==> config.mk <==
export PLATFORM = sky130hd
export DESIGN_NAME = spi_regs_top
export DESIGN_NICKNAME = d
export VERILOG_FILES = /design/src/design/spi_regs_pkg.sv /design/src/design/reg_bus_if.sv /design/src/design/spi_slave.sv /design/src/design/spi_frame_ctrl.sv /design/src/design/host_port.sv /design/src/design/reg_arbiter.sv /design/src/design/reg_mem.sv /design/src/design/spi_regs_top.sv
export SDC_FILE = /design/constraint.sdc
export NUM_CORES = 2
export LEC_CHECK = 0
export BUFFER_PORTS_ARGS = -buffer_cell sky130_fd_sc_hd__buf_2
export CAP_MARGIN = 20
export CELL_PAD_IN_SITES_DETAIL_PLACEMENT = 1
export CELL_PAD_IN_SITES_GLOBAL_PLACEMENT = 1
export CORE_MARGIN = 5
export CORE_UTILIZATION = 55
export DETAILED_ROUTE_END_ITERATION = 8
export GPL_ROUTABILITY_DRIVEN = 0
export PLACE_DENSITY_LB_ADDON = 0.1
export SLEW_MARGIN = 20
export SYNTH_ARGS = -nofsm -noshare
export SYNTH_HDL_FRONTEND = slang
export SYNTH_SLANG_ARGS = --single-unit
==> constraint.sdc <==
create_clock -name sys_clk -period 5.68 [get_ports sys_clk]
set_input_delay 0.568 -clock sys_clk [delete_from_list [all_inputs] [get_ports sys_clk]]
set_output_delay 0.568 -clock sys_clk [all_outputs]
set_load 0.005 [all_outputs]
==> src/design/spi_regs_pkg.sv <==
// spi_regs_pkg
// shared widths and types for the spi register slave
// command byte layout and arbiter port numbering

package spi_regs_pkg;

	localparam int addr_w = 7;	// 128 registers
	localparam int data_w = 8;	// register and spi word

	typedef logic [addr_w-1:0] reg_addr_t;
	typedef logic [data_w-1:0] reg_data_t;

	typedef struct packed {
		logic      wr;	// 1 = write frame
		reg_addr_t addr;	// start address
	} cmd_fields_t;

	// first byte of a frame is a command, every later one is plain data
	typedef union packed {
		cmd_fields_t cmd;
		reg_data_t   raw;
	} spi_byte_u;

	localparam bit arb_spi  = 1'b0;	// arbiter port of the spi frame ctrl
	localparam bit arb_host = 1'b1;	// arbiter port of the host port

endpackage

==> src/design/reg_bus_if.sv <==
// reg_bus_if
// register bus between requesters, arbiter and store
// req level held until a one-cycle gnt, rdata valid with gnt
`timescale 1ns/1ps

interface reg_bus_if;
	import spi_regs_pkg::*;

	logic      req;	// held until gnt
	logic      we;	// 1 = write
	reg_addr_t addr;
	reg_data_t wdata;
	logic      gnt;	// one-cycle pulse
	reg_data_t rdata;	// valid in gnt cycle

	modport requester (
		output req, we, addr, wdata,
		input  gnt, rdata
	);

	modport target (
		input  req, we, addr, wdata,
		output gnt, rdata
	);

endinterface

==> src/design/spi_slave.sv <==
// spi_slave
// spi byte engine, oversamples cs/sclk/mosi on sys_clk
// shifts mosi in and miso out per CPOL/CPHA, one rx_valid per byte
`timescale 1ns/1ps

module spi_slave #(
	parameter bit CPOL = 1'b1,	// sclk idle level
	parameter bit CPHA = 1'b1	// 0: sample first edge, 1: sample second edge
) (
	input  logic                    sys_clk,
	input  logic                    sys_rst_n,
	input  logic                    cs,
	input  logic                    sclk,
	input  logic                    mosi,
	output logic                    miso,
	output logic                    frame_start,	// synced cs fall
	output spi_regs_pkg::reg_data_t rx_byte,
	output logic                    rx_valid,
	input  spi_regs_pkg::reg_data_t tx_byte,
	input  logic                    tx_load	// copy tx_byte into miso shifter
);
	import spi_regs_pkg::*;

	localparam logic [1:0] s_idle = 2'd0;	// cs high
	localparam logic [1:0] s_byte = 2'd1;	// counting sclk edges
	localparam logic [1:0] s_ack  = 2'd2;	// byte complete

	logic [2:0] cs_sync;	// [1] synced, [2] one cycle older
	logic [2:0] sclk_sync;
	logic [1:0] mosi_sync;
	logic [1:0] state;
	logic [3:0] edge_cnt;	// 16 edges per byte
	reg_data_t  rx_shift;
	reg_data_t  tx_shift;
	logic       sclk_rise;
	logic       sclk_fall;
	logic       lead_edge;
	logic       trail_edge;
	logic       bit_edge;
	logic       do_sample;
	logic       do_shift;
	logic       byte_end;

	always_ff @(posedge sys_clk) begin
		if (!sys_rst_n) begin
			cs_sync   <= 3'b111;	// idle, no frame
			sclk_sync <= {3{CPOL}};
			mosi_sync <= 2'b00;
		end else begin
			cs_sync   <= {cs_sync[1:0], cs};
			sclk_sync <= {sclk_sync[1:0], sclk};
			mosi_sync <= {mosi_sync[0], mosi};
		end
	end

	assign frame_start = cs_sync[2] & ~cs_sync[1];
	assign sclk_rise   = sclk_sync[1] & ~sclk_sync[2];
	assign sclk_fall   = ~sclk_sync[1] & sclk_sync[2];
	assign lead_edge   = CPOL ? sclk_fall : sclk_rise;	// leaves idle level
	assign trail_edge  = CPOL ? sclk_rise : sclk_fall;	// returns to idle

	// even count waits for the leading edge, odd for the trailing one
	assign bit_edge  = (state == s_byte) && (edge_cnt[0] ? trail_edge : lead_edge);
	assign do_sample = bit_edge && (edge_cnt[0] == CPHA);
	assign do_shift  = bit_edge && (edge_cnt[0] != CPHA) && !(CPHA && edge_cnt == 4'd0);	// msb already out
	assign byte_end  = bit_edge && (edge_cnt == 4'd15);

	always_ff @(posedge sys_clk) begin
		if (!sys_rst_n) begin
			state    <= s_idle;
			edge_cnt <= 4'd0;
		end else if (cs_sync[1]) begin	// cs high drops a partial byte
			state    <= s_idle;
			edge_cnt <= 4'd0;
		end else begin
			case (state)
				s_idle: begin
					state    <= s_byte;
					edge_cnt <= 4'd0;
				end
				s_byte: if (bit_edge) begin
					edge_cnt <= edge_cnt + 4'd1;	// wraps to 0 after 15
					if (byte_end)
						state <= s_ack;
				end
				s_ack: state <= s_byte;
				default: state <= s_idle;
			endcase
		end
	end

	assign rx_valid = (state == s_ack);	// cycle after 16th edge
	assign rx_byte  = rx_shift;

	always_ff @(posedge sys_clk) begin
		if (do_sample)
			rx_shift <= {rx_shift[data_w-2:0], mosi_sync[1]};	// msb first
	end

	always_ff @(posedge sys_clk) begin
		if (!sys_rst_n)
			tx_shift <= '0;
		else if (tx_load)
			tx_shift <= tx_byte;
		else if (cs_sync[1] || byte_end)	// unloaded byte sends 0x00
			tx_shift <= '0;
		else if (do_shift)
			tx_shift <= {tx_shift[data_w-2:0], 1'b0};
	end

	assign miso = tx_shift[data_w-1] & ~cs;	// low whenever the pin is deselected

endmodule

==> src/design/spi_frame_ctrl.sv <==
// spi_frame_ctrl
// turns received spi bytes into register bus accesses
// byte 0 is the command, later bytes are data at consecutive addresses
`timescale 1ns/1ps

module spi_frame_ctrl (
	input  logic                    sys_clk,
	input  logic                    sys_rst_n,
	input  logic                    frame_start,
	input  spi_regs_pkg::reg_data_t rx_byte,
	input  logic                    rx_valid,
	output spi_regs_pkg::reg_data_t tx_byte,
	output logic                    tx_load,
	reg_bus_if.requester            bus
);
	import spi_regs_pkg::*;

	spi_byte_u rx_u;	// cmd or raw view of the same byte
	logic      cmd_phase;	// next byte is the command
	logic      wr_frame;
	reg_addr_t ptr;	// next register of the frame
	logic      issue;

	assign rx_u = rx_byte;

	// read frames fetch after the command and after each data byte
	assign issue = rx_valid && !bus.req && (!cmd_phase || !rx_u.cmd.wr);

	always_ff @(posedge sys_clk) begin
		if (!sys_rst_n) begin
			cmd_phase <= 1'b1;
			wr_frame  <= 1'b0;
			ptr       <= '0;
			bus.req   <= 1'b0;
			tx_load   <= 1'b0;
		end else begin
			tx_load <= bus.gnt && !bus.we;	// read data to miso shifter

			if (issue)
				bus.req <= 1'b1;
			else if (bus.gnt)
				bus.req <= 1'b0;

			if (frame_start)
				cmd_phase <= 1'b1;
			else if (rx_valid)
				cmd_phase <= 1'b0;

			if (rx_valid && cmd_phase)
				wr_frame <= rx_u.cmd.wr;

			if (rx_valid && cmd_phase)
				ptr <= rx_u.cmd.addr;
			else if (rx_valid && wr_frame && !bus.req)
				ptr <= ptr + 1'b1;	// wraps 127 -> 0
			else if (bus.gnt && !bus.we)
				ptr <= ptr + 1'b1;
		end
	end

	always_ff @(posedge sys_clk) begin
		if (issue) begin
			bus.we    <= cmd_phase ? 1'b0 : wr_frame;
			bus.addr  <= cmd_phase ? rx_u.cmd.addr : ptr;
			bus.wdata <= rx_u.raw;
		end
		if (bus.gnt)
			tx_byte <= bus.rdata;
	end

endmodule

==> src/design/host_port.sv <==
// host_port
// parallel host access, one strobe becomes one register bus access
// host_done pulses once the access is granted
`timescale 1ns/1ps

module host_port (
	input  logic                    sys_clk,
	input  logic                    sys_rst_n,
	input  logic                    host_req,	// one-cycle strobe
	input  logic                    host_we,
	input  spi_regs_pkg::reg_addr_t host_addr,
	input  spi_regs_pkg::reg_data_t host_wdata,
	output spi_regs_pkg::reg_data_t host_rdata,	// held until next access
	output logic                    host_done,
	reg_bus_if.requester            bus
);
	logic accept;

	assign accept = host_req && !bus.req;	// strobe while busy is dropped

	always_ff @(posedge sys_clk) begin
		if (!sys_rst_n) begin
			bus.req    <= 1'b0;
			host_done  <= 1'b0;
			host_rdata <= '0;
		end else begin
			host_done <= bus.gnt;
			if (accept)
				bus.req <= 1'b1;
			else if (bus.gnt)
				bus.req <= 1'b0;
			if (bus.gnt)
				host_rdata <= bus.rdata;	// write returns the stored value
		end
	end

	always_ff @(posedge sys_clk) begin
		if (accept) begin
			bus.we    <= host_we;
			bus.addr  <= host_addr;
			bus.wdata <= host_wdata;
		end
	end

endmodule

==> src/design/reg_arbiter.sv <==
// reg_arbiter
// round-robin arbiter between the spi and host requesters
// samples requests, forwards the winner a cycle later, routes gnt back
`timescale 1ns/1ps

module reg_arbiter (
	input  logic         sys_clk,
	input  logic         sys_rst_n,
	reg_bus_if.target    spi_bus,
	reg_bus_if.target    host_bus,
	reg_bus_if.requester mem_bus
);
	import spi_regs_pkg::*;

	logic last_srv;	// port served last, also owner of the open access
	logic win;
	logic any_req;

	assign any_req = spi_bus.req || host_bus.req;

	always_comb begin
		if (spi_bus.req && host_bus.req)
			win = ~last_srv;	// tie goes to the other port
		else if (host_bus.req)
			win = arb_host;
		else
			win = arb_spi;
	end

	// mem_bus.req doubles as busy, so no new pick in the gnt cycle
	always_ff @(posedge sys_clk) begin
		if (!sys_rst_n) begin
			mem_bus.req <= 1'b0;
			last_srv    <= arb_host;	// spi wins the first tie
		end else if (!mem_bus.req && any_req) begin
			mem_bus.req <= 1'b1;
			last_srv    <= win;
		end else if (mem_bus.gnt) begin
			mem_bus.req <= 1'b0;
		end
	end

	always_ff @(posedge sys_clk) begin
		if (!mem_bus.req) begin
			mem_bus.we    <= (win == arb_host) ? host_bus.we : spi_bus.we;
			mem_bus.addr  <= (win == arb_host) ? host_bus.addr : spi_bus.addr;
			mem_bus.wdata <= (win == arb_host) ? host_bus.wdata : spi_bus.wdata;
		end
	end

	assign spi_bus.gnt    = mem_bus.gnt && (last_srv == arb_spi);
	assign host_bus.gnt   = mem_bus.gnt && (last_srv == arb_host);
	assign spi_bus.rdata  = (last_srv == arb_spi) ? mem_bus.rdata : '0;
	assign host_bus.rdata = (last_srv == arb_host) ? mem_bus.rdata : '0;

endmodule

==> src/design/reg_mem.sv <==
// reg_mem
// 128 x 8 register store, cleared by reset
// gnt one cycle after req, rdata is old value on read, new on write
`timescale 1ns/1ps

module reg_mem (
	input  logic      sys_clk,
	input  logic      sys_rst_n,
	reg_bus_if.target bus
);
	import spi_regs_pkg::*;

	localparam int depth = 1 << addr_w;

	reg_data_t regs [depth];
	logic      take;

	assign take = bus.req && !bus.gnt;	// req still high in gnt cycle

	always_ff @(posedge sys_clk) begin
		if (!sys_rst_n) begin
			bus.gnt <= 1'b0;
			for (int i = 0; i < depth; i++)
				regs[i] <= '0;
		end else begin
			bus.gnt <= take;
			if (take && bus.we)
				regs[bus.addr] <= bus.wdata;	// lands on the gnt edge
		end
	end

	always_ff @(posedge sys_clk) begin
		if (take)
			bus.rdata <= bus.we ? bus.wdata : regs[bus.addr];
	end

endmodule

==> src/design/spi_regs_top.sv <==
// spi_regs_top
// spi register slave, spi master and parallel host share 128 registers
`timescale 1ns/1ps

module spi_regs_top #(
	parameter bit CPOL = 1'b1,
	parameter bit CPHA = 1'b1
) (
	input  logic                    sys_clk,
	input  logic                    sys_rst_n,
	input  logic                    cs,
	input  logic                    sclk,
	input  logic                    mosi,
	output logic                    miso,
	input  logic                    host_req,
	input  logic                    host_we,
	input  spi_regs_pkg::reg_addr_t host_addr,
	input  spi_regs_pkg::reg_data_t host_wdata,
	output spi_regs_pkg::reg_data_t host_rdata,
	output logic                    host_done
);
	import spi_regs_pkg::*;

	logic      frame_start;
	reg_data_t rx_byte;
	logic      rx_valid;
	reg_data_t tx_byte;
	logic      tx_load;

	reg_bus_if spi_bus ();	// frame ctrl -> arbiter
	reg_bus_if host_bus ();	// host port -> arbiter
	reg_bus_if mem_bus ();	// arbiter -> store

	spi_slave #(
		.CPOL (CPOL),
		.CPHA (CPHA)
	) spi_slave_i (
		.sys_clk     (sys_clk),
		.sys_rst_n   (sys_rst_n),
		.cs          (cs),
		.sclk        (sclk),
		.mosi        (mosi),
		.miso        (miso),
		.frame_start (frame_start),
		.rx_byte     (rx_byte),
		.rx_valid    (rx_valid),
		.tx_byte     (tx_byte),
		.tx_load     (tx_load)
	);

	spi_frame_ctrl spi_frame_ctrl_i (
		.sys_clk     (sys_clk),
		.sys_rst_n   (sys_rst_n),
		.frame_start (frame_start),
		.rx_byte     (rx_byte),
		.rx_valid    (rx_valid),
		.tx_byte     (tx_byte),
		.tx_load     (tx_load),
		.bus         (spi_bus.requester)
	);

	host_port host_port_i (
		.sys_clk    (sys_clk),
		.sys_rst_n  (sys_rst_n),
		.host_req   (host_req),
		.host_we    (host_we),
		.host_addr  (host_addr),
		.host_wdata (host_wdata),
		.host_rdata (host_rdata),
		.host_done  (host_done),
		.bus        (host_bus.requester)
	);

	reg_arbiter reg_arbiter_i (
		.sys_clk   (sys_clk),
		.sys_rst_n (sys_rst_n),
		.spi_bus   (spi_bus.target),
		.host_bus  (host_bus.target),
		.mem_bus   (mem_bus.requester)
	);

	reg_mem reg_mem_i (
		.sys_clk   (sys_clk),
		.sys_rst_n (sys_rst_n),
		.bus       (mem_bus.target)
	);

endmodule

# == Word-level counts from Yosys, hierarchy flattened ==
# Memories as Yosys holds them, arrays and structs flattened. A register that Yosys moved wholly into a read port is not among the register bits.
# Index checks and enable logic that the tools add are counted.
# op_classes
n_addsub,2
eq_ne,5
mux,34
bitwise,11
n_reduce_logical,43
# ops
cell,count
2-to-1 mux 8 bit,7
2-to-1 mux 7 bit,7
logical AND 1 bit,18
2-to-1 mux 1 bit,15
zero test 1 bit,8
case mux 4 bit (2 select lines),1
nonzero test 2 bit,4
OR reduction 8 bit,1
adder 7 x 1 -> 7 bit (second input constant),1
inverter 1 bit,7
nonzero test 3 bit,2
OR reduction 2 bit,3
adder 4 x 1 -> 4 bit (second input constant),1
AND 1 bit,4
equality test 4 bit (second input constant),1
zero test 4 bit,1
2-to-1 mux 2 bit,2
2-to-1 mux 4 bit,1
!= test 2 x 1 -> 1 bit (second input constant),2
case mux 2 bit (2 select lines),1
AND reduction 2 bit,2
logical OR 1 bit,3
equality test 2 x 1 -> 1 bit (second input constant),1
equality test 2 bit (second input constant),1
zero test 2 bit,1
# totals
register_bits,118
mem_bits_rw,1024
input_bits,22
output_inout_bits,10
elab_cells,125
mem_count,1
# memory_table
name,words,width,rd,rd_ports_with_merged_regs,wr,line,rtl
reg_mem_i.regs,128,8,1,1,128,reg_mem.sv:15,reg_data_t regs [depth];

# == Longest topological paths before layout ==
# logic_depth
ltp_word,9
ltp_mapped,11
mapped_depth_nobuf,7

# == Hierarchy ==
# Synthesis repeated with hierarchy kept, for this count alone.
# hier_totals
cells_unflattened,4018
area_unflattened_um2,52760.6
# by_module_without_submodules
mod,instances,cells_per_inst,area_per_inst_um2,seq_area_each_um2
reg_mem,1,3689,48305.1,31009.7
spi_frame_ctrl,1,98,1358.8,940.9
spi_slave,1,121,1306.3,680.7
reg_arbiter,1,63,942.2,520.5
host_port,1,47,848.3,680.7

# == Worst setup path after synthesis ==
# OpenSTA, ideal clock, no wires.
# synth_timing
path_kind,reg-to-reg
from,register reg_arbiter_i.mem_bus.req
to,memory reg_mem_i.regs[102][0] in the netlist's numbering (enable)
setup_ns,0.384
t_arrival_ns,2.209
required_time_ns,5.296
path_slack_ns,3.087
path_stages_with_launch,7
n_path_buf,1
period_less_slack_ns,2.593
cell_sequence,dfxtp_1 > nor2b_1 > nand3_1 > nor2_1 > nand3_1 > clkbuf_1 > o21ai_0
# synth_rtl
item,line,rtl
"start, declared",reg_bus_if.sv:17,"output req, we, addr, wdata,"
"start signal, assigned",reg_arbiter.sv:33,mem_bus.req <= 1'b0;
"start signal, assigned",reg_arbiter.sv:36,mem_bus.req <= 1'b1;
"start signal, assigned",reg_arbiter.sv:39,mem_bus.req <= 1'b0;
"end, declared",reg_mem.sv:15,

==> impl_metrics.toml <==
[placed_design]
io_buffers = 31
hpwl_mm = 95.73
dp_slack_ns = 1.652

[die]
start_util_pct = 55.27
die_y_um = 318.8
dieWidth_um = 318.8
dieArea_um2 = 101600
coreArea_um2 = 94870
io_pins = 32
num_rows = 113

[logic_synthesis]
ys_async_sr_fraction_pct = 0
ys_seq_elements = 1149
syn_inst = 3714
syn-cell-area_um2 = 52430
ys_warn_count = 0
synth.avg_cell_area_um2 = 14.12
synth_ff_type = "edfxtp_1"
synth-edff-count = 1096
synthesis.nets = 3739
synthDistinctLibCells = 65
seq_area_frac_synth_pct = 64.79

[min_path]
hold_class = "in2reg"
holdCritStartpoint = "host_addr[0]"

[cts]
insertion_delay_ns = 0.73
numCtsBuffers = 118
cts_max_level = 3
cts_tree = "built"
clockBufferDepth = 3
path_clk_slew_ns = 0.06
post_cts_buffers = 0
cts.sinks = 1149
cts_root_buffer = "clkbuf_16"
post_cts_resized = 0

[routing]
totalWireLength_mm = 154.7
viasPerCell = 6.503
drt-initial-drc-count = 3949
vias = 32660
first_pass_iters = 6
antenna_left = 0
wl_per_cell_um = 30.79
drc = 0

[timing]
drv_slew = 0
worst_pin_slew_ns = 1.181
max_freq_mhz = 252.2
rsz0062_at_grt = "false"
fin_ws_ns = 1.714
finalClockSkew_ns = 0.02447
fin_crit_ns = 3.966
hold_slack_ns = 0.03090
fin_setup_tns_ns = 0
hold_viol_final = 0
relSlewSlack_pct = 21.29
setup_viol = 0
period_share_pct = 69.82

[global_routing]
gr-total-overflow = 0
track_usage_pct = 30.07
grt_max_degree = 130
grt_pass1_wl_mm = 229.8
grt_pass1_vias = 34090
antenna_found_initial = 2

[setup_path]
path_class = "reg2reg"
crit_fanout = 28
crit_path_end_kind = "register"
r2r_start = "reg_arbiter_i.mem_bus.we"
crit_required_ns = 6.02
crit_arrival_ns = 4.31
worstSetupStartpoint = "reg_arbiter_i.mem_bus.we"
start_kind = "register"

[pwr]
power.density_nw_per_um2 = 346.2
ir_worst_vdd_uv = 293.6
leakagePower_nw = 20.55
power_mw = 20.10

[final_layout]
area_growth_pct = 10.71
fin_nets = 3685
fin_util_pct = 61.19
drive_gt1_share_pct = 16.48

[job]
cap_violations = 0

[status]
outcome = "completed"
==> through the flow <==
stage | std cells | area (um2)
floorplan | 3714 | 52430
global placement | 4796 | 53810
detailed placement | 4796 | 53810
CTS | 5021 | 58040
global route | 5022 | 58050
finish | 5023 | 58050
==> report_power, final <==
group          internal (mW)  switching, mW  total (mW)
Sequential              9.55          0.208        9.75
Clock                   5.00           3.41        8.40
Combinational          0.662           1.28        1.94
==> layout make-up <==
| cell class | count | area (um2) |
|---|---|---|
| fill | 8751 | 36820 |
| sequential | 1149 | 33990 |
| multi-input combinational | 2200 | 16850 |
| clock buffer | 136 | 3147 |
| tap | 1265 | 1583 |
| timing repair buffer | 176 | 1414 |
| clock inverter | 81 | 1008 |
| inverter | 15 | 61.31 |
| antenna | 1 | 2.502 |
==> worst max-delay path, stage by stage (launching register included) <==
cell and delay, ns:
edfxtp_1 0.88, nand3_1 0.22, nor2_1 0.47, nand2_2 0.77, buf_4 0.44, o21ai_0 0.79
==> placed cells by master, fill, tap and decap left out, types with 22 or more instances in the layout <==
cell	synthesis	routed
a21oi_1	25	25
and2_1	740	740
and3_1	59	59
buf_2	27	30
buf_4	16	125
bufinv_16	0	23
clkbuf_16	0	123
clkinv_2	0	24
dfxtp_1	53	49
edfxtp_1	1096	1096
mux2_2	43	43
mux2i_1	148	148
mux4_2	195	195
nand2_1	108	102
nand3_1	34	32
nor2_1	185	185
nor2b_1	22	22
nor3_1	252	252
o21ai_0	147	85
o21ai_1	0	62
o22ai_1	43	43
==> synth_stat cells, types with 4 or more instances <==
library cell,instances,area share (%)
buf_1,13,0.093
clkbuf_1,270,1.9
nand4_1,6,0.072
a31oi_1,18,0.21
o22a_1,4,0.067
nor2_1,185,1.3
buf_4,16,0.23
buf_2,27,0.26
nand2_1,108,0.77
nor3_1,252,2.4
and3_1,59,0.70
nand2b_1,18,0.21
edfxtp_1,1096,63
dfxtp_1,53,2.0
o21ai_0,147,1.4
mux4_2,195,8.4
a211oi_1,10,0.14
a21oi_1,25,0.24
a221oi_1,17,0.28
a311oi_1,7,0.12
and2_1,740,8.8
a2bb2oi_1,7,0.12
inv_1,15,0.11
nor2b_1,22,0.26
buf_6,20,0.43
o211ai_1,12,0.17
nand3_1,34,0.32
o22ai_1,43,0.51
a32oi_1,7,0.12
o2111ai_1,7,0.12
mux2i_1,148,2.8
nor4_1,6,0.072
xor2_1,5,0.084
o221ai_1,21,0.35
a22oi_1,13,0.19
mux2_2,43,0.92
a21boi_1,4,0.057
==> sequential cells by signal, summed over array words and instances, names as in the netlist, 2 cells and up, named ones only <==
register	flops
host_port_i.bus.addr	7
host_port_i.bus.wdata	8
host_port_i.host_rdata	8
reg_arbiter_i.mem_bus.addr	7
reg_arbiter_i.mem_bus.wdata	8
reg_mem_i.bus.rdata	8
reg_mem_i.regs	1024
spi_frame_ctrl_i.bus.addr	7
spi_frame_ctrl_i.bus.wdata	8
spi_frame_ctrl_i.ptr	7
spi_frame_ctrl_i.tx_byte	8
spi_slave_i.cs_sync	3
spi_slave_i.edge_cnt	4
spi_slave_i.mosi_sync	2
spi_slave_i.rx_byte	8
spi_slave_i.sclk_sync	3
spi_slave_i.state	2
spi_slave_i.tx_shift	8
==> metal layers <==
| metal | global-route usage, % | vias up | wire length, um |
|---|---|---|---|
| met4 | 8.371 | 0 | 4102 |
| met1 | 42.21 | 17140 | 63240 |
| met2 | 49.46 | 1482 | 75120 |
| li1 | - | 13780 | - |
| met3 | 5.035 | 268 | 12190 |
| met5 | 0 | - | 0 |
==> repair_timing <==
| item | CTS | global route |
|---|---|---|
| hold endpoints to repair | 8 | 0 |
| hold buffers | 8 | 0 |
| endpoints found under the setup margin | 0 | 0 |
==> kinds of logic after synthesis <==
logic type | share of synthesized area, %
and+or+nand+nor | 15.15
DFF | 64.79
muxes | 12.33
buffers and inverters | 3.174
AOI/OAI and AO/OA | 4.391
xor gates and xnor gates | 0.08352
adders and majority gates | 0.07160
==> path summary, 6_finish.rpt <==
kind,to,cells after the start,slack [ns]
setup / recovery,reg_mem_i.regs[60][5],5,1.71
hold / removal,host_port_i.bus.addr[0],1,0.03
setup reg to reg,reg_mem_i.regs[60][5],5,1.71
hold reg to reg,spi_slave_i.cs_sync[1],1,0.42
(Power assumes the default switching activity.)
